`src/hw/snn_pkg.sv`:
```
package snn_pkg;

  // ====================
  // Sizes
  // ====================
  localparam int NUM_INPUTS  = 16;
  localparam int NUM_OUTPUTS = 4;
  localparam int SUM_W       = 5;
  localparam int MEM_W       = 16;
  localparam int ADDR_W      = 8;

  typedef logic [ADDR_W-1:0] addr_t;

  // ====================
  // Register map
  // ====================
  localparam addr_t REG_CTRL      = 8'h00;
  localparam addr_t REG_CONFIG    = 8'h04;
  localparam addr_t REG_THRESHOLD = 8'h08;
  localparam addr_t REG_STATUS    = 8'h0C;
  localparam addr_t REG_IN_DATA   = 8'h10;
  localparam addr_t REG_OUT_DATA  = 8'h14;
  // Weight masks follow at a 4-byte stride, one per neuron
  localparam addr_t REG_WEIGHT0   = 8'h20;

  typedef enum logic {
    RESET_ZERO     = 1'b0,
    RESET_SUBTRACT = 1'b1
  } reset_mode_t;

  typedef enum logic [1:0] {
    IDLE,
    FETCH,
    COMPUTE,
    FIRE
  } seq_state_t;

  typedef struct packed {
    logic        psel;
    logic        penable;
    logic        pwrite;
    addr_t       paddr;
    logic [31:0] pwdata;
  } apb_req_t;

  typedef struct packed {
    logic [31:0] prdata;
    logic        pready;
    logic        pslverr;
  } apb_rsp_t;

  typedef struct packed {
    logic [7:0]                             timesteps;
    logic [MEM_W-1:0]                       threshold;
    reset_mode_t                            reset_mode;
    logic [NUM_OUTPUTS-1:0][NUM_INPUTS-1:0] weights;
  } snn_cfg_t;

endpackage

```
`src/hw/snn_apb_regs.sv`:
```
`timescale 1ns/1ns
module snn_apb_regs (
  input  logic                               clk,
  input  logic                               rst_n,
  input  snn_pkg::apb_req_t                  apb_req,
  output snn_pkg::apb_rsp_t                  apb_rsp,
  output snn_pkg::snn_cfg_t                  cfg,
  output logic                               start_pulse,
  output logic                               soft_reset_pulse,
  input  logic                               busy,
  input  logic                               done_pulse,
  input  logic [7:0]                         timestep_cnt,
  output logic                               in_push,
  output logic [snn_pkg::NUM_INPUTS-1:0]     in_wdata,
  input  logic                               in_empty,
  input  logic                               in_full,
  output logic                               out_pop,
  input  logic [snn_pkg::NUM_OUTPUTS-1:0]    out_rdata,
  input  logic                               out_empty,
  input  logic                               out_full
);
  logic                                   access;
  logic                                   wr_en;
  logic                                   rd_en;
  logic                                   sel_ctrl;
  logic                                   sel_config;
  logic                                   sel_thresh;
  logic                                   sel_status;
  logic                                   sel_in;
  logic                                   sel_out;
  logic [snn_pkg::NUM_OUTPUTS-1:0]        weight_sel;
  logic [snn_pkg::NUM_INPUTS-1:0]         weight_rdata;
  logic                                   addr_ok;
  logic                                   done;
  logic [31:0]                            rdata;

  // ====================
  // Address decode
  // ====================
  assign access = apb_req.psel && apb_req.penable;
  assign wr_en  = access && apb_req.pwrite;
  assign rd_en  = access && !apb_req.pwrite;

  assign sel_ctrl   = apb_req.paddr == snn_pkg::REG_CTRL;
  assign sel_config = apb_req.paddr == snn_pkg::REG_CONFIG;
  assign sel_thresh = apb_req.paddr == snn_pkg::REG_THRESHOLD;
  assign sel_status = apb_req.paddr == snn_pkg::REG_STATUS;
  assign sel_in     = apb_req.paddr == snn_pkg::REG_IN_DATA;
  assign sel_out    = apb_req.paddr == snn_pkg::REG_OUT_DATA;

  always_comb begin
    weight_sel   = '0;
    weight_rdata = '0;
    for (int i = 0; i < snn_pkg::NUM_OUTPUTS; i++) begin
      if (apb_req.paddr == snn_pkg::addr_t'(snn_pkg::REG_WEIGHT0 + 4 * i)) begin
        weight_sel[i] = 1'b1;
        weight_rdata  = cfg.weights[i];
      end
    end
  end

  assign addr_ok = sel_ctrl || sel_config || sel_thresh || sel_status ||
                   sel_in || sel_out || (|weight_sel);

  // FIFO ports act in the access phase
  assign in_push  = wr_en && sel_in && !in_full;
  assign in_wdata = apb_req.pwdata[snn_pkg::NUM_INPUTS-1:0];
  assign out_pop  = rd_en && sel_out && !out_empty;

  // ====================
  // Read data and response
  // ====================
  always_comb begin
    rdata = '0;
    if (sel_config) begin
      rdata[7:0] = cfg.timesteps;
      rdata[8]   = cfg.reset_mode;
    end else if (sel_thresh) begin
      rdata[snn_pkg::MEM_W-1:0] = cfg.threshold;
    end else if (sel_status) begin
      rdata[0]    = busy;
      rdata[1]    = done;
      rdata[2]    = in_empty;
      rdata[3]    = in_full;
      rdata[4]    = out_empty;
      rdata[5]    = out_full;
      rdata[15:8] = timestep_cnt;
    end else if (sel_out) begin
      rdata[snn_pkg::NUM_OUTPUTS-1:0] = out_rdata;
    end else if (|weight_sel) begin
      rdata[snn_pkg::NUM_INPUTS-1:0] = weight_rdata;
    end
  end

  assign apb_rsp.prdata  = rdata;
  assign apb_rsp.pready  = 1'b1;
  assign apb_rsp.pslverr = access && (!addr_ok ||
                                      (wr_en && sel_in && in_full) ||
                                      (rd_en && sel_out && out_empty));

  // ====================
  // Registers and command pulses
  // ====================
  always_ff @(posedge clk or negedge rst_n) begin
    if (!rst_n) begin
      cfg              <= '0;
      start_pulse      <= 1'b0;
      soft_reset_pulse <= 1'b0;
      done             <= 1'b0;
    end else begin
      // A start during a run is dropped
      start_pulse      <= wr_en && sel_ctrl && apb_req.pwdata[0] && !busy;
      soft_reset_pulse <= wr_en && sel_ctrl && apb_req.pwdata[1];

      // Sticky done
      if (done_pulse) begin
        done <= 1'b1;
      end else if (start_pulse) begin
        done <= 1'b0;
      end

      if (wr_en && sel_config) begin
        cfg.timesteps  <= apb_req.pwdata[7:0];
        cfg.reset_mode <= snn_pkg::reset_mode_t'(apb_req.pwdata[8]);
      end
      if (wr_en && sel_thresh) begin
        cfg.threshold <= apb_req.pwdata[snn_pkg::MEM_W-1:0];
      end
      for (int i = 0; i < snn_pkg::NUM_OUTPUTS; i++) begin
        if (wr_en && weight_sel[i]) begin
          cfg.weights[i] <= apb_req.pwdata[snn_pkg::NUM_INPUTS-1:0];
        end
      end
    end
  end

endmodule

```
`src/hw/spike_fifo.sv`:
```
`timescale 1ns/1ns
module spike_fifo #(
  parameter int WIDTH = 16,
  parameter int DEPTH = 8
) (
  input  logic             clk,
  input  logic             rst_n,
  input  logic             push,
  input  logic [WIDTH-1:0] wdata,
  input  logic             pop,
  output logic [WIDTH-1:0] rdata,
  output logic             empty,
  output logic             full
);
  localparam int PTR_W = (DEPTH > 1) ? $clog2(DEPTH) : 1;
  localparam int CNT_W = $clog2(DEPTH + 1);

  logic [WIDTH-1:0] mem [DEPTH];
  logic [PTR_W-1:0] wr_ptr;
  logic [PTR_W-1:0] rd_ptr;
  logic [CNT_W-1:0] count;
  logic             do_push;
  logic             do_pop;

  function automatic logic [PTR_W-1:0] next_ptr(input logic [PTR_W-1:0] ptr);
    return (ptr == PTR_W'(DEPTH - 1)) ? '0 : ptr + 1'b1;
  endfunction

  assign full    = count == CNT_W'(DEPTH);
  assign empty   = count == '0;
  assign do_push = push && !full;
  assign do_pop  = pop && !empty;

  // Show-ahead head word
  assign rdata = mem[rd_ptr];

  always_ff @(posedge clk) begin
    if (do_push) begin
      mem[wr_ptr] <= wdata;
    end
  end

  always_ff @(posedge clk or negedge rst_n) begin
    if (!rst_n) begin
      wr_ptr <= '0;
      rd_ptr <= '0;
      count  <= '0;
    end else begin
      if (do_push) begin
        wr_ptr <= next_ptr(wr_ptr);
      end
      if (do_pop) begin
        rd_ptr <= next_ptr(rd_ptr);
      end
      if (do_push && !do_pop) begin
        count <= count + 1'b1;
      end else if (do_pop && !do_push) begin
        count <= count - 1'b1;
      end
    end
  end

endmodule

```
`src/hw/cim_seq.sv`:
```
`timescale 1ns/1ns
module cim_seq (
  input  logic                           clk,
  input  logic                           rst_n,
  input  logic                           start_pulse,
  input  snn_pkg::snn_cfg_t              cfg,
  input  logic                           in_empty,
  output logic                           in_pop,
  input  logic [snn_pkg::NUM_INPUTS-1:0] in_rdata,
  output logic                           macro_start,
  output logic [snn_pkg::NUM_INPUTS-1:0] macro_bitmap,
  input  logic                           macro_done,
  input  logic                           out_full,
  output logic                           lif_update,
  output logic                           busy,
  output logic                           done_pulse,
  output logic [7:0]                     timestep_cnt
);
  snn_pkg::seq_state_t state;
  logic                last_step;

  assign last_step = (timestep_cnt + 8'd1) == cfg.timesteps;
  assign busy      = state != snn_pkg::IDLE;

  // Pop and macro start share one cycle
  assign in_pop       = (state == snn_pkg::FETCH) && !in_empty;
  assign macro_start  = in_pop;
  assign macro_bitmap = in_rdata;

  // Neurons only fire when the output FIFO has room
  assign lif_update = (state == snn_pkg::FIRE) && !out_full;

  // ====================
  // Timestep FSM
  // ====================
  always_ff @(posedge clk or negedge rst_n) begin
    if (!rst_n) begin
      state        <= snn_pkg::IDLE;
      timestep_cnt <= '0;
      done_pulse   <= 1'b0;
    end else begin
      done_pulse <= 1'b0;
      case (state)
        snn_pkg::IDLE: begin
          if (start_pulse) begin
            timestep_cnt <= '0;
            // Zero timesteps finishes at once
            if (cfg.timesteps == 8'd0) begin
              done_pulse <= 1'b1;
            end else begin
              state <= snn_pkg::FETCH;
            end
          end
        end
        snn_pkg::FETCH: begin
          if (in_pop) begin
            state <= snn_pkg::COMPUTE;
          end
        end
        snn_pkg::COMPUTE: begin
          if (macro_done) begin
            state <= snn_pkg::FIRE;
          end
        end
        snn_pkg::FIRE: begin
          if (lif_update) begin
            timestep_cnt <= timestep_cnt + 8'd1;
            if (last_step) begin
              state      <= snn_pkg::IDLE;
              done_pulse <= 1'b1;
            end else begin
              state <= snn_pkg::FETCH;
            end
          end
        end
        default: state <= snn_pkg::IDLE;
      endcase
    end
  end

endmodule

```
`src/hw/cim_macro_model.sv`:
```
`timescale 1ns/1ns
module cim_macro_model #(
  parameter int MACRO_LATENCY = 2
) (
  input  logic                                                   clk,
  input  logic                                                   rst_n,
  input  logic                                                   start,
  input  logic [snn_pkg::NUM_INPUTS-1:0]                         bitmap,
  input  logic [snn_pkg::NUM_OUTPUTS-1:0][snn_pkg::NUM_INPUTS-1:0] weights,
  output logic                                                   done,
  output logic [snn_pkg::NUM_OUTPUTS-1:0][snn_pkg::SUM_W-1:0]    sums
);
  localparam int CNT_W = $clog2(MACRO_LATENCY + 1);

  logic [CNT_W-1:0]               cnt;
  logic [snn_pkg::NUM_INPUTS-1:0] bitmap_q;

  // Countdown from start raises done on the last count
  always_ff @(posedge clk or negedge rst_n) begin
    if (!rst_n) begin
      cnt      <= '0;
      bitmap_q <= '0;
    end else if (start) begin
      cnt      <= CNT_W'(MACRO_LATENCY);
      bitmap_q <= bitmap;
    end else if (cnt != '0) begin
      cnt <= cnt - 1'b1;
    end
  end

  assign done = cnt == CNT_W'(1);

  // Popcount of active word lines per neuron mask
  always_comb begin
    logic [snn_pkg::NUM_INPUTS-1:0] hits;
    for (int i = 0; i < snn_pkg::NUM_OUTPUTS; i++) begin
      hits    = bitmap_q & weights[i];
      sums[i] = '0;
      for (int j = 0; j < snn_pkg::NUM_INPUTS; j++) begin
        sums[i] = sums[i] + {{(snn_pkg::SUM_W - 1){1'b0}}, hits[j]};
      end
    end
  end

endmodule

```
`src/hw/lif_neurons.sv`:
```
`timescale 1ns/1ns
module lif_neurons (
  input  logic                                                clk,
  input  logic                                                rst_n,
  input  logic                                                soft_reset_pulse,
  input  snn_pkg::snn_cfg_t                                   cfg,
  input  logic                                                update,
  input  logic [snn_pkg::NUM_OUTPUTS-1:0][snn_pkg::SUM_W-1:0] sums,
  output logic                                                spike_push,
  output logic [snn_pkg::NUM_OUTPUTS-1:0]                     spikes
);
  logic [snn_pkg::NUM_OUTPUTS-1:0][snn_pkg::MEM_W-1:0] membrane;
  logic [snn_pkg::NUM_OUTPUTS-1:0][snn_pkg::MEM_W-1:0] integ;
  logic [snn_pkg::NUM_OUTPUTS-1:0][snn_pkg::MEM_W-1:0] membrane_next;

  always_comb begin
    logic [snn_pkg::MEM_W:0] wide;
    for (int i = 0; i < snn_pkg::NUM_OUTPUTS; i++) begin
      wide = {1'b0, membrane[i]} +
             {{(snn_pkg::MEM_W + 1 - snn_pkg::SUM_W){1'b0}}, sums[i]};
      // Saturate at the top of the membrane range
      integ[i]  = wide[snn_pkg::MEM_W] ? '1 : wide[snn_pkg::MEM_W-1:0];
      spikes[i] = integ[i] >= cfg.threshold;
      if (!spikes[i]) begin
        membrane_next[i] = integ[i];
      end else if (cfg.reset_mode == snn_pkg::RESET_ZERO) begin
        membrane_next[i] = '0;
      end else begin
        membrane_next[i] = integ[i] - cfg.threshold;
      end
    end
  end

  // Spike vector goes out in the update cycle
  assign spike_push = update;

  always_ff @(posedge clk or negedge rst_n) begin
    if (!rst_n) begin
      membrane <= '0;
    end else if (soft_reset_pulse) begin
      membrane <= '0;
    end else if (update) begin
      membrane <= membrane_next;
    end
  end

endmodule

```
`src/hw/snn_core_top.sv`:
```
`timescale 1ns/1ns
module snn_core_top #(
  parameter int IN_DEPTH      = 8,
  parameter int OUT_DEPTH     = 4,
  parameter int MACRO_LATENCY = 2
) (
  input  logic              clk,
  input  logic              rst_n,
  input  snn_pkg::apb_req_t apb_req,
  output snn_pkg::apb_rsp_t apb_rsp
);
  snn_pkg::snn_cfg_t                                   cfg;
  logic                                                start_pulse;
  logic                                                soft_reset_pulse;
  logic                                                busy;
  logic                                                done_pulse;
  logic [7:0]                                          timestep_cnt;
  logic                                                in_push;
  logic                                                in_pop;
  logic [snn_pkg::NUM_INPUTS-1:0]                      in_wdata;
  logic [snn_pkg::NUM_INPUTS-1:0]                      in_rdata;
  logic                                                in_empty;
  logic                                                in_full;
  logic                                                out_push;
  logic                                                out_pop;
  logic [snn_pkg::NUM_OUTPUTS-1:0]                     out_wdata;
  logic [snn_pkg::NUM_OUTPUTS-1:0]                     out_rdata;
  logic                                                out_empty;
  logic                                                out_full;
  logic                                                macro_start;
  logic                                                macro_done;
  logic [snn_pkg::NUM_INPUTS-1:0]                      macro_bitmap;
  logic [snn_pkg::NUM_OUTPUTS-1:0][snn_pkg::SUM_W-1:0] macro_sums;
  logic                                                lif_update;

  // ====================
  // Register slave
  // ====================
  snn_apb_regs u_regs (
    .clk              (clk),
    .rst_n            (rst_n),
    .apb_req          (apb_req),
    .apb_rsp          (apb_rsp),
    .cfg              (cfg),
    .start_pulse      (start_pulse),
    .soft_reset_pulse (soft_reset_pulse),
    .busy             (busy),
    .done_pulse       (done_pulse),
    .timestep_cnt     (timestep_cnt),
    .in_push          (in_push),
    .in_wdata         (in_wdata),
    .in_empty         (in_empty),
    .in_full          (in_full),
    .out_pop          (out_pop),
    .out_rdata        (out_rdata),
    .out_empty        (out_empty),
    .out_full         (out_full)
  );

  // ====================
  // Bitmap and spike FIFOs
  // ====================
  spike_fifo #(.WIDTH(snn_pkg::NUM_INPUTS), .DEPTH(IN_DEPTH)) u_in_fifo (
    .clk   (clk),
    .rst_n (rst_n),
    .push  (in_push),
    .wdata (in_wdata),
    .pop   (in_pop),
    .rdata (in_rdata),
    .empty (in_empty),
    .full  (in_full)
  );

  spike_fifo #(.WIDTH(snn_pkg::NUM_OUTPUTS), .DEPTH(OUT_DEPTH)) u_out_fifo (
    .clk   (clk),
    .rst_n (rst_n),
    .push  (out_push),
    .wdata (out_wdata),
    .pop   (out_pop),
    .rdata (out_rdata),
    .empty (out_empty),
    .full  (out_full)
  );

  // ====================
  // Compute path
  // ====================
  cim_seq u_seq (
    .clk          (clk),
    .rst_n        (rst_n),
    .start_pulse  (start_pulse),
    .cfg          (cfg),
    .in_empty     (in_empty),
    .in_pop       (in_pop),
    .in_rdata     (in_rdata),
    .macro_start  (macro_start),
    .macro_bitmap (macro_bitmap),
    .macro_done   (macro_done),
    .out_full     (out_full),
    .lif_update   (lif_update),
    .busy         (busy),
    .done_pulse   (done_pulse),
    .timestep_cnt (timestep_cnt)
  );

  cim_macro_model #(.MACRO_LATENCY(MACRO_LATENCY)) u_macro (
    .clk     (clk),
    .rst_n   (rst_n),
    .start   (macro_start),
    .bitmap  (macro_bitmap),
    .weights (cfg.weights),
    .done    (macro_done),
    .sums    (macro_sums)
  );

  lif_neurons u_lif (
    .clk              (clk),
    .rst_n            (rst_n),
    .soft_reset_pulse (soft_reset_pulse),
    .cfg              (cfg),
    .update           (lif_update),
    .sums             (macro_sums),
    .spike_push       (out_push),
    .spikes           (out_wdata)
  );

endmodule

```
`config.mk`:
```
export PLATFORM = sky130hd
export DESIGN_NAME = snn_core_top
export DESIGN_NICKNAME = d
export VERILOG_FILES = /design/src/hw/snn_pkg.sv /design/src/hw/snn_apb_regs.sv /design/src/hw/spike_fifo.sv /design/src/hw/cim_seq.sv /design/src/hw/cim_macro_model.sv /design/src/hw/lif_neurons.sv /design/src/hw/snn_core_top.sv
export SDC_FILE = /design/constraint.sdc
export NUM_CORES = 1
export LEC_CHECK = 0
export ABC_AREA = 0
export BUFFER_PORTS_ARGS = -buffer_cell sky130_fd_sc_hd__buf_2
export CORE_MARGIN = 2
export CORE_UTILIZATION = 35
export CTS_CLUSTER_SIZE = 25
export DETAILED_ROUTE_END_ITERATION = 12
export PLACE_DENSITY = 0.53
export SLEW_MARGIN = 20
export SYNTH_ARGS = -nofsm -noshare
export SYNTH_HDL_FRONTEND = slang
export SYNTH_SLANG_ARGS = --single-unit
```
`constraint.sdc`:
```
create_clock -name clk -period 10.1 [get_ports clk]
set_clock_uncertainty 0.15 [all_clocks]
set_input_delay 2.02 -clock clk [delete_from_list [all_inputs] [get_ports clk]]
set_output_delay 2.02 -clock clk [all_outputs]
set_load 0.01 [all_outputs]
```
-- Word level (Yosys, flattened, before mapping)
Memories as Yosys holds them, arrays and structs flattened. A register that Yosys moved wholly into a read port is not among the register bits.
Cells that the tools add are included.
W data, S select, Z words.
- register bits: 186
- memory bits (writable): 144
- memories kept: 2
- add/subtract/negate cells: 78
- $lt $le $gt $ge: 4
- equal/unequal tests: 25
- multiplexer cells: 62
- bitwise operators: 4
- reduce and logical (&&, ||, !) cells: 66
- memories (name ; depth ; bits a word ; read ports ; clocked after memory_dff ; wr ports ; RTL line ; source):
    u_in_fifo.mem ; 8 ; 16 ; 1 ; 1 ; 1 ; spike_fifo.sv:18 ; logic [WIDTH-1:0] mem [DEPTH];
    u_out_fifo.mem ; 4 ; 4 ; 1 ; 0 ; 1 ; spike_fifo.sv:18 ;
- operator list (kind ; number):
    $mux W16 ; 18
    $add A5 B1 Y5 ; 56
    $mux W64 ; 2
    $add A16 B5 Y17 ; 4
    $and A16 B16 Y16 ; 4
    $ge A16 B16 Y1 ; 4
    $sub A16 B16 Y16 ; 4
    $eq A8 B6 Y1 const B ; 4
    $logic_and A1 B1 Y1 ; 30
    $mux W8 ; 3
    $mux W2 ; 10
    $eq A8 B4 Y1 const B ; 2
    $eq A8 B5 Y1 const B ; 2
    $logic_not A8 Y1 ; 2
    $pmux W8 S2 ; 1
    $reduce_bool A2 Y1 ; 8
    $mux W1 ; 15
    $logic_not A1 Y1 ; 12
    $mux W12 ; 1
    $mux W3 ; 4
    $mux W4 ; 3
    $ne A2 B2 Y1 const B ; 5
    $add A3 B1 Y3 const B ; 3
    $eq A3 B3 Y1 const B ; 3
    other kinds (24) ; 39

-- Depth between registers and ports, before layout
Gate-level depths: netlist of the first run.
- depth after elaboration: 23
- depth in mapped cells: 34
- mapped depth without buffers: 32

-- Modules after synthesis
Synthesis of the first run repeated with hierarchy kept, for this count alone.
- cells, all modules: 2214
- area, all modules: 23598.9 um^2
- by module, submodules not included (module ; instances ; cells an instance ; area each (um^2) ; sequential area each (um^2)):
    lif_neurons ; 1 ; 1112 ; 8511.9 ; 1601.5
    spike_fifo (u_in_fifo) ; 1 ; 252 ; 5591.6 ; 4093.9
    snn_apb_regs ; 1 ; 408 ; 4844.6 ; 2302.2
    cim_macro_model ; 1 ; 237 ; 2493.6 ; 450.4
    cim_seq ; 1 ; 147 ; 1134.8 ; 275.3
    spike_fifo (u_out_fifo) ; 1 ; 58 ; 1022.2 ; 655.6

-- Least setup slack after synthesis of the first run
No wires, ideal clock.
- kind: reg-to-reg
- from: reg u_macro.bitmap_q[0] (netlist bit), read port of u_in_fifo.mem
- to: reg u_lif.membrane[63] (netlist bit)
- setup time: 101 ps
- arrival time: 7454 ps
- required time: 9849 ps
- setup slack: 2396 ps
- cell stages (with the launch flop): 27
- path buffers: 2
- period minus slack after synthesis: 7704 ps
- path through: dfrtp_1 -> and2_1 -> ha_1 -> inv_1 -> fa_1 -> fa_1 -> fa_1 -> fa_1 -> fa_1 -> fa_1 -> fa_1 -> nand2b_1 -> a21oi_1 -> o21bai_4 -> or3_1 -> buf_6 -> buf_4 -> nand2_1 -> ha_1 -> nor2b_1 -> o31a_1 -> o31a_1 -> o41ai_2 -> o21ai_1 -> a31oi_1 -> xor2_1 -> o32ai_1
- word-level cells in the longest chain between the ends: 23
- elaborated cells between the ends (all ways): 24
- classes of those cells: 17 x add/sub; 1 x order compare; 5 x mux; 1 x bitwise
- ends and longest elaborated chain (item ; RTL line ; source):
    start: declaration ; cim_macro_model.sv:16 ; logic [snn_pkg::NUM_INPUTS-1:0] bitmap_q;
    $and A16 B16 Y16 (*) ; cim_macro_model.sv:37 ; hits = bitmap_q & weights[i];
    $add A1 B1 Y2 (*) ; cim_macro_model.sv:40 ; sums[i] = sums[i] + {{(snn_pkg::SUM_W - 1){1'b0}}, hits[j]};
    $add A5 B1 Y5 (*) (14 in a row) ; cim_macro_model.sv:40 ;
    $add A16 B5 Y17 (*) ; lif_neurons.sv:19 ; wide = {1'b0, membrane[i]} +
    $mux W16 (*) ; lif_neurons.sv:22 ; integ[i] = wide[snn_pkg::MEM_W] ? '1 : wide[snn_pkg::MEM_W-1:0];
    $sub A16 B16 Y16 ; lif_neurons.sv:29 ; membrane_next[i] = integ[i] - cfg.threshold;
    $mux W16 ; lif_neurons.sv:26 ; end else if (cfg.reset_mode == snn_pkg::RESET_ZERO) begin
    $mux W16 (*) ; lif_neurons.sv:24 ; if (!spikes[i]) begin
    $mux W64 (*) ; lif_neurons.sv:42 ; end else if (update) begin
    $mux W64 (*) ; lif_neurons.sv:40 ; end else if (soft_reset_pulse) begin
    end signal: assignment ; lif_neurons.sv:43 ; membrane <= membrane_next;
    end: declaration ; lif_neurons.sv:12 ; logic [snn_pkg::NUM_OUTPUTS-1:0][snn_pkg::MEM_W-1:0] membrane;
Mark *: on every way between the ends. The rest lies on a longest branch, timed or not. The select of a mux whose other input is x is not followed.
A chain may end at the register's enable or synchronous reset.

-- Worst setup path after layout of the first run
- from: reg u_macro.bitmap_q[1] (netlist bit), read port of u_in_fifo.mem
- to: reg u_lif.membrane[56] (netlist bit)
Same word-level chain as after synthesis.

==> impl_metrics.csv, run 1 <==
group,metric,value,unit
sta,fmax,113.3,MHz
floorplanning,core_area,61830,um2
sta,relSlewSlack,0.2631,
floorplanning,std_cell_rows,91,
drt,vias,15660,
synth,netlist_instances,2024,
global_routing,grt_overflow,0,
setup_path,worstPathRequired,10.37,ns
pwr,pwr_density_cell,131.5,nW/um2
drt,drtIter0Drc,891,
clocking,cts_buffers,40,
synth,syn-cell-area,21900,um2
synth,synth_warnings,0,
synth,synth_cell_types,96,
pwr,netSwitchingPower,0.0007885,W
min_path,holdCritPathClass,"flop to flop",
pwr,switching_share,0.2462,
setup_path,critPathArrivalTime,9.10,ns
drt,postRouteAntennaNets,0,
floorplanning,initial_core_util,0.3542,
sta,finalHoldViolCount,0,
clocking,ctsResizeCount,0,
drt,drt_pass1_iterations,5,
min_path,hold_end,"u_regs.done",
floorplanning,dieHeight,254.1,um
setup_path,worst_path_largest_cell_delay,0.67,ns
setup_path,critical_path_buf_inv_count,3,
synth,synth-seq-cells,346,
cells_and_area,nets,2291,
sta,min_period,8.826,ns
setup_path,reg2regPathDepth,27,
sta,rsz0062_at_grt,"no",
placement,numPortBuffers,45,
setup_path,end_kind,"flop",
sta,report.final.slew_viol_count,0,
drt,post_drt_wl_per_cell,20.55,um
global_routing,grt_pass1_vias,15870,
outcome,status,"complete, no violations",
synth,ys_seq_area_frac,0.4283,
setup_path,crit_family,"adder cells",
setup_path,ff2ff_setup_slack,1.27,ns
floorplanning,ios,79,
clocking,clock_latency,0.59,ns
clocking,cts_tree,"done",
min_path,holdPathStages,1,
synth,ys.flop_type,"dfrtp_1",
cells_and_area,drive_gt1_frac,0.1448,
floorplanning,die_area,64580,um2
clocking,cts_root_buffer,"clkbuf_16",
pwr,max-vdd-ir-drop,0.1110,mV
sta,finalSetupViolCount,0,
synth,avgSynthCellArea,10.82,um2
global_routing,grt_usage,0.1906,
setup_path,slowest_stage,"or3_1",
synth,synthArstFlopShare,0.5838,
clocking,cts_setup_buffers,0,
clocking,cts_max_level,2,
sta,worst_pin_slew,1.105,ns
global_routing,grt_pass1_wl,94070,um
setup_path,cp_max_fo,20,
synth,synth-edff-count,144,
setup_path,path_class,"flop to flop",
pwr,p_int,0.002414,W
placement,dp_hpwl,42060,um
pwr,seqPwrFrac,0.467,
cells_and_area,fin_util,0.3939,
global_routing,grt_max_degree,75,
placement,gp_congestion,0.8551,
setup_path,cp_common_cell,"fa_1",
min_path,min-delay-start,"u_seq.done_pulse",
run,maxCapViolations,0,
pwr,p_leak,10.31,nW
pwr,power_frac_clock,0.465,
sta,period_share,0.8739,
clocking,clkTransAtPathRegs,0.06,ns
clocking,clockBufferDepth,3,
cells_and_area,syn_to_final_growth,11.23,%
clocking,holdBufCountCts,0,
global_routing,antenna_found_initial,0,
setup_path,r2r-start,"u_macro.bitmap_q[1]",
setup_path,startpoint_type,"flop",
floorplanning,die_w,254.1,um
clocking,clock-sinks,346,
setup_path,rr_endpoint,"u_lif.membrane[56]",
sta,fin_setup_tns,0,ns
drt,routed_via_density,5.331,
pwr,pwr-share-comb,0.068,
drt,drc,0,
drt,drt-total-wl,60370,um
==> final cells by class <==
type,instances,area [um2]
clock buffer,53,1090
timing repair buffer,71,442.9
tap,837,1047
sequential,346,9383
multi-input combinational,1494,11710
clock inverter,21,249.0
antenna,1,2.502
fill,6036,37470
inverter,115,434.2
==> placed cells by master (no fill, tap or decap), types with 9 or more instances in the layout <==
| cell type | instances |
|---|---|
| a211oi_1 | 19 |
| a21o_1 | 30 |
| a21oi_1 | 107 |
| a221o_1 | 20 |
| a221oi_1 | 10 |
| a22oi_1 | 22 |
| a311oi_1 | 16 |
| a31oi_1 | 13 |
| and2_1 | 38 |
| and3_1 | 24 |
| buf_2 | 44 |
| buf_4 | 25 |
| clkbuf_1 | 9 |
| clkbuf_16 | 40 |
| conb_1 | 17 |
| dfrtp_1 | 199 |
| edfxtp_1 | 144 |
| fa_1 | 50 |
| ha_1 | 128 |
| inv_1 | 110 |
| mux2_1 | 20 |
| mux2_2 | 82 |
| mux2i_1 | 21 |
| mux4_2 | 36 |
| nand2_1 | 186 |
| nand2b_1 | 19 |
| nand3_1 | 50 |
| nand4_1 | 10 |
| nor2_1 | 125 |
| nor2b_1 | 19 |
| nor3_1 | 62 |
| o211ai_1 | 11 |
| o21a_1 | 17 |
| o21ai_0 | 84 |
| o21ai_1 | 13 |
| o21bai_1 | 9 |
| or3_1 | 12 |
| xnor2_1 | 62 |
| xor2_1 | 44 |
==> synth_stat cells, drive strengths merged (53+ instances only) <==
| library cell | instances | area [um2] |
|---|---|---|
| mux2 | 102 | 1149 |
| a21oi | 115 | 605.6 |
| inv | 114 | 430.4 |
| dfrtp | 202 | 5055 |
| edfxtp | 144 | 4324 |
| o21ai | 98 | 501.7 |
| nand3 | 53 | 280.3 |
| xnor2 | 62 | 543.0 |
| ha | 128 | 1602 |
| nor3 | 65 | 330.3 |
| nand2 | 187 | 704.4 |
| nor2 | 129 | 494.2 |
==> metal layers <==
metal | GRT usage | routed length [um] | vias to the layer above
met5 | 0 | 0 | -
met2 | 0.3142 | 28290 | 333
met3 | 0.02417 | 2334 | 85
met1 | 0.2619 | 28190 | 7786
li1 | - | - | 7458
met4 | 0.05714 | 1556 | 0
==> power groups by stage <==
stage / logic [W] / registers (W) / clock network, W
2_1_floorplan: 0.000147 / 0.00152 / 0
3_3_place_gp: 0.000215 / 0.00152 / 0
3_5_place_dp: 0.000219 / 0.00152 / 0
4_1_cts: 0.000221 / 0.00150 / 0.00153
5_1_grt: 0.000243 / 0.00150 / 0.00158
6_report: 0.000218 / 0.00150 / 0.00149
==> sequential cells by signal (all words and copies together), names as in the netlist, 4 cells and up <==
register	cells
u_in_fifo.count	4
u_in_fifo.mem	128
u_lif.membrane	64
u_macro.bitmap_q	16
u_out_fifo.mem	16
u_regs.cfg	89
u_seq.timestep_cnt	8
==> worst max-delay path by stage <==
stage	endpoint	slack (ns)	depth (start not counted)	startpoint
finish	u_lif.membrane[56]	1.27	27	u_macro.bitmap_q[1]
global route	u_lif.membrane[60]	0.76	27	u_macro.bitmap_q[1]
CTS	u_lif.membrane[44]	1.25	29	u_macro.bitmap_q[1]
detailed placement	u_lif.membrane[54]	1.33	27	u_macro.bitmap_q[1]
global placement	u_lif.membrane[43]	1.37	29	u_macro.bitmap_q[1]
floorplan	u_lif.membrane[63]	2.40	26	u_macro.bitmap_q[0]
==> metrics by stage <==
stage,instance area [um2],cells,worst slack [ns],hold slack [ns],total power [W]
detailed placement,23010,2863,1.331,0.2618,0.001743
floorplan,21950,2039,2.396,0.2544,0.001664
CTS,24350,2937,1.253,0.2736,0.003243
global route,24350,2937,0.7583,0.2867,0.003323
global placement,23010,2863,1.372,0.2607,0.001738
finish,24350,2938,1.274,0.2714,0.003203
==> logic make-up after synthesis <==
family,after synthesis,share of synthesized area
DFF,346,0.4283
AOI/OAI and AO/OA,442,0.1401
other,2,0.0003430
xor gates and xnor gates,106,0.04240
adders and majority gates,178,0.1189
and+or+nand+nor,592,0.1308
muxes,159,0.09909
buffers and inverters,199,0.04006
(Power assumes the default switching activity.)
==> inputs of run 2 (changes only) <==
RECOVER_POWER = 50   (was not set)
REMOVE_ABC_BUFFERS = 1   (was not set)
==> impl_metrics.csv, run 2 (synthesized netlist as in run 1, its figures left out) <==
group,metric,value,unit
cells_and_area,drive_gt1_frac,0.1394,
pwr,p_leak,10.30,nW
drt,drt-total-wl,60400,um
pwr,power_frac_clock,0.478,
pwr,max-vdd-ir-drop,0.09734,mV
clocking,cts_setup_buffers,0,
global_routing,grt_max_degree,94,
cells_and_area,nets,2293,
drt,drt_pass1_iterations,5,
cells_and_area,largest_register,"u_in_fifo.mem",
pwr,seqPwrFrac,0.457,
drt,vias,15750,
clocking,cts_tree,"done",
drt,drtIter0Drc,1058,
sta,period_share,0.8803,
placement,gp_congestion,0.8737,
pwr,switching_share,0.2393,
global_routing,grt_overflow,0,
drt,routed_via_density,5.359,
clocking,clkTransAtPathRegs,0.06,ns
clocking,clock_latency,0.57,ns
cells_and_area,syn_to_final_growth,11.33,%
pwr,pwr-share-comb,0.066,
global_routing,grt_usage,0.1902,
cells_and_area,diodes,0,
sta,min_period,8.891,ns
clocking,clock-sinks,346,
placement,numPortBuffers,45,
placement,dp.cells,2865,
pwr,p_int,0.002493,W
pwr,netSwitchingPower,0.0007843,W
setup_path,critPathArrivalTime,9.10,ns
floorplanning,ios,79,
clocking,holdBufCountCts,0,
placement,dp_hpwl,42230,um
floorplanning,core_area,61830,um2
cells_and_area,final_cell_mix,"dfrtp_1 (198), nand2_1 (186), edfxtp_1 (144), ha_1 (128), nor2_1 (125)",
sta,worst_pin_slew,5.414,ns
clocking,cts_max_level,2,
sta,finalHoldViolCount,0,
clocking,cts_root_buffer,"clkbuf_16",
min_path,holdCritPathClass,"flop to flop",
setup_path,path_class,"flop to flop",
outcome,status,"finished with violations",
setup_path,worstPathRequired,10.31,ns
sta,report.final.slew_viol_count,210,
sta,rsz0062_at_grt,"no",
floorplanning,dieHeight,254.1,um
floorplanning,std_cell_rows,91,
global_routing,antenna_found_initial,1,
floorplanning,die_w,254.1,um
cells_and_area,largestRegisters,"u_in_fifo.mem: 128 flops, u_regs.cfg: 89 flops, u_lif.membrane: 64 flops",
cells_and_area,multi_input_area,11710,um2
clocking,clockBufferDepth,3,
global_routing,grt_pass1_vias,16070,
sta,finalSetupViolCount,0,
setup_path,startpoint_type,"flop",
global_routing,grt_pass1_wl,94100,um
sta,fmax,112.5,MHz
cells_and_area,stdcell_count,2939,
setup_path,ff2ff_setup_slack,1.21,ns
drt,drc,0,
sta,relSlewSlack,-2.609,
sta,fin_setup_tns,0,ns
run,maxCapViolations,5,
drt,postRouteAntennaNets,0,
clocking,cts_buffers,40,
outcome,violations,"max-capacitance violations, max-slew violations",
cells_and_area,largest_reg_flops,128,
cells_and_area,nFillCells,6038,
pwr,pwr_density_cell,134.4,nW/um2
drt,post_drt_wl_per_cell,20.55,um
cells_and_area,regArea,9384,um2
setup_path,cp_max_fo,19,
cells_and_area,layout_commonest_cell,"dfrtp_1",
floorplanning,initial_core_util,0.3542,
setup_path,end_kind,"flop",
floorplanning,die_area,64580,um2
clocking,ctsResizeCount,0,
[run 2: final timing paths]
| path | start | end | cells past startpoint |
|---|---|---|---|
| worst max-delay path | u_macro.bitmap_q[0] | u_lif.membrane[49] | 27 |
| worst min-delay path | u_seq.done_pulse | u_regs.done | 1 |
| worst max register to register | u_macro.bitmap_q[0] | u_lif.membrane[49] | 27 |
| worst min register to register | u_seq.done_pulse | u_regs.done | 1 |
| max in group asynchronous | rst_n | u_regs.soft_reset_pulse | 2 |
| min in group asynchronous | rst_n | u_lif.membrane[62] | 1 |
[run 2: power groups by stage]
stage               Clock [W]  Sequential [W]  Combinational, W
finish                0.00157         0.00150          0.000215
global placement            0         0.00152          0.000214
detailed placement          0         0.00152          0.000219
floorplan                   0         0.00152          0.000131
global route          0.00166         0.00150          0.000240
CTS                   0.00160         0.00150          0.000220
[run 2: layer usage]
layer | part of all wire | track usage | vias up
li1 | - | - | 7464
met1 | 0.47 | 0.2615 | 7846
met2 | 0.46 | 0.3062 | 340
met3 | 0.042 | 0.02755 | 99
met4 | 0.033 | 0.06706 | 2
met5 | 0.00094 | 0 | -
[run 2: stage by stage]
stage / hold slack [ns] / power (W) / utilization / setup WS [ns] / instance area, um2
after global placement: 0.2596 / 0.001737 / 0.3723 / 1.330 / 23020
final: 0.2814 / 0.003277 / 0.3943 / 1.209 / 24380
after global routing: 0.3150 / 0.003398 / 0.3943 / 0.6652 / 24380
after detailed placement: 0.2646 / 0.001742 / 0.3723 / 1.266 / 23020
after CTS: 0.2794 / 0.003318 / 0.3950 / 1.219 / 24420
after floorplan: 0.2544 / 0.001653 / - / 2.041 / 21510
[run 2: cell type report]
type	count	share of cell area
clock buffer	45	0.04265
multi-input combinational	1494	0.4802
tap	837	0.04296
inverter	115	0.01781
timing repair buffer	73	0.01627
sequential	346	0.3850
clock inverter	29	0.01509
[run 2: critical path, cell delays in order, from the launching register on]
cell	delay, ns
dfrtp_1	0.42
and2_1	0.16
ha_1	0.27
inv_1	0.05
fa_1	0.53
fa_1	0.56
fa_1	0.55
fa_1	0.52
fa_1	0.48
fa_1	0.42
xnor2_1	0.27
ha_1	0.32
nand2b_1	0.12
a21oi_1	0.07
buf_4	0.16
o21bai_4	0.17
or3_1	0.66
o21ai_0	0.31
ha_1	0.44
o21ai_0	0.14
o21ai_1	0.22
a21bo_4	0.20
nor4_4	0.06
o31ai_4	0.63
buf_4	0.38
a21oi_2	0.05
a311oi_2	0.24
a211oi_2	0.08
==> inputs of run 3 (changes only) <==
SYNTH_HIERARCHICAL = 1   (was not set)
clock period = 10 ns   (was 10.1 ns; I/O delays follow)
==> impl_metrics.csv, run 3 <==
group,metric,value,unit
cells_and_area,largestRegisters,"u_in_fifo/mem: 128 flops, u_regs/cfg: 89 flops, u_lif/membrane: 64 flops",
floorplanning,core_area,66920,um2
drt,drt_pass1_iterations,5,
global_routing,antenna_found_initial,2,
drt,drt-total-wl,66600,um
setup_path,slowest_stage,"fa_1",
synth,syn-cell-area,23600,um2
floorplanning,dieHeight,263.7,um
floorplanning,die_area,69520,um2
cells_and_area,nets,2420,
setup_path,cp_max_fo,19,
sta,fin_setup_tns,0,ns
drt,postRouteAntennaNets,0,
drt,vias,17240,
global_routing,grt_usage,0.1889,
setup_path,worstPathRequired,10.33,ns
cells_and_area,syn_to_final_growth,8.955,%
synth,yosysTopAreaCellShare,0.2142,
setup_path,ff2ff_setup_slack,1.37,ns
drt,drc,0,
clocking,cts_max_level,2,
cells_and_area,stdcell_count,3104,
setup_path,rr_endpoint,"u_lif/membrane[21]",
sta,fmax,115.8,MHz
cells_and_area,largest_reg_flops,128,
synth,synth_largest_area_cell,"dfrtp_1",
synth,ys.flop_type,"dfrtp_1",
pwr,p_leak,10.84,nW
synth,yosysMostFrequentCell,"dfrtp_1",
pwr,pwr_density_cell,131.8,nW/um2
synth,avgSynthCellArea,10.66,um2
clocking,clock_latency,0.58,ns
setup_path,crit_family,"adder cells",
sta,worst_pin_slew,5.327,ns
cells_and_area,largest_register,"u_in_fifo/mem",
min_path,holdPathStages,1,
placement,gp_congestion,0.8664,
clocking,cts_buffers,42,
clocking,holdBufCountCts,0,
synth,ys_seq_area_frac,0.3974,
min_path,holdCritPathClass,"flop to flop",
floorplanning,die_w,263.7,um
sta,rsz0062_at_grt,"no",
global_routing,grt_pass1_wl,102200,um
sta,period_share,0.8633,
synth,synth_area_leaders,"dfrtp_1 (21%), edfxtp_1 (18%), ha_1 (6.8%)",
outcome,status,"finished with violations",
floorplanning,std_cell_rows,95,
cells_and_area,drive_gt1_frac,0.1457,
clocking,clockBufferDepth,3,
setup_path,reg2regPathDepth,24,
global_routing,grt_max_degree,89,
drt,post_drt_wl_per_cell,21.46,um
setup_path,startpoint,"u_macro/bitmap_q[0]",
synth,synth-edff-count,144,
setup_path,startpoint_type,"flop",
setup_path,crit_chain,"and2_1, fa_1, inv_1, fa_1, fa_1, fa_1, inv_1, ha_1, inv_1, fa_1, inv_1, fa_1, a211oi_1, o21bai_1, nand3b_1, nand2b_1, fa_1, a21o_1, a21oi_1, a31o_2, a22o_1, inv_1, a211o_1, a311oi_1",
clocking,ctsResizeCount,0,
clocking,cts_root_buffer,"clkbuf_16",
sta,finalSetupViolCount,0,
setup_path,critPathArrivalTime,8.96,ns
placement,dp.cells,3026,
synth,synth_warnings,6,
floorplanning,initial_core_util,0.3526,
clocking,clkTransAtPathRegs,0.06,ns
min_path,hold_end,"u_regs/done",
placement,numPortBuffers,45,
cells_and_area,diodes,0,
sta,report.final.slew_viol_count,125,
sta,finalHoldViolCount,0,
floorplanning,ios,79,
setup_path,worst_path_largest_cell_delay,0.55,ns
synth,synthTopCellsByCount,"dfrtp_1 (202), nand2_1 (164), edfxtp_1 (144)",
global_routing,grt_pass1_vias,17160,
drt,drtIter0Drc,1121,
placement,dp_hpwl,47630,um
drt,routed_via_density,5.554,
clocking,cts_setup_buffers,0,
setup_path,critical_path_buf_inv_count,5,
sta,min_period,8.633,ns
synth,synthArstFlopShare,0.5838,
cells_and_area,layout_commonest_cell,"dfrtp_1",
setup_path,cp_common_cell,"fa_1",
global_routing,grt_overflow,0,
clocking,clock-sinks,346,
synth,synth_cell_types,108,
setup_path,r2r-start,"u_macro/bitmap_q[0]",
setup_path,end_kind,"flop",
cells_and_area,final_cell_mix,"dfrtp_1 (200), nand2_1 (166), edfxtp_1 (144), nor2_1 (135), mux2_2 (131)",
outcome,violations,"max-capacitance violations, max-slew violations",
clocking,cts_tree,"done",
setup_path,path_class,"flop to flop",
pwr,max-vdd-ir-drop,0.09379,mV
synth,synth-seq-cells,346,
synth,netlist_instances,2214,
min_path,min-delay-start,"u_seq/done_pulse",
run,maxCapViolations,3,
sta,relSlewSlack,-2.552,
run 3: cell count changes in the layout (fill, tap and decap cells not counted), sizes merged, moves of 10 or more:
cell and change:
and2 +26, nand2 -13, a211oi +23, a221o -17, o22ai +15, nor3 -30
nand3 +20, a22oi -15, nand4 +12, mux2 +41, inv -13, xor2 -12
a21oi +10
run 3: where the power goes:
group / total (W) / switching [W] / leakage (nW) / internal (W)
Sequential: 0.00151 / 0.0000178 / 4.08 / 0.00150
Clock: 0.00163 / 0.000644 / 0.736 / 0.000984
Combinational: 0.000245 / 0.000157 / 6.02 / 0.0000883
run 3: cell type report:
cell class | count | area (um2)
Multi-Input combinational cell | 1632 | 12960
Inverter | 104 | 390.4
Tap cell | 873 | 1092
Clock buffer | 56 | 1204
Fill cell | 6506 | 41210
Timing Repair Buffer | 71 | 395.4
Sequential cell | 346 | 9382
Clock inverter | 22 | 286.5
run 3: routing by layer:
metal,vias to the layer above,track usage,part of all wire
met5,-,0,0
met4,0,0.06780,0.036
met3,101,0.03160,0.047
met2,417,0.3065,0.46
met1,8619,0.2545,0.45
li1,8102,-,-
run 3: stage by stage:
step / hold slack, ns / utilization / cell area [um2] / power [W] / setup slack, ns
after CTS: 0.2791 / 0.3859 / 25820 / 0.003427 / 1.433
after floorplan: 0.2544 / - / 22750 / 0.001682 / 1.899
final: 0.2753 / 0.3842 / 25710 / 0.003388 / 1.367
after global routing: 0.2966 / 0.3842 / 25710 / 0.003510 / 0.8901
after global placement: 0.2593 / 0.3635 / 24320 / 0.001782 / 1.486
after detailed placement: 0.2656 / 0.3636 / 24330 / 0.001790 / 1.534
run 3: how the worst max path moves through the flow:
stage | to | slack [ns] | depth (start not counted)
finish | u_lif/membrane[21] | 1.37 | 24
global route | u_lif/membrane[21] | 0.89 | 27
CTS | u_lif/membrane[21] | 1.43 | 24
detailed placement | u_lif/membrane[17] | 1.53 | 25
global placement | u_lif/membrane[17] | 1.49 | 25
floorplan | u_lif/membrane[63] | 1.90 | 25
run 3: cell families (layout without fill, tap and decap cells):
logic type	count (synthesis)	in the layout	share of synthesized area
AOI/OAI and AO/OA	519	519	0.1504
xor gates and xnor gates	85	85	0.03155
adders and majority gates	178	178	0.1103
buffers and inverters	251	253	0.05477
DFF	346	346	0.3974
muxes	200	200	0.1173
other	2	17	0.0003182
and+or+nand+nor	633	633	0.1380
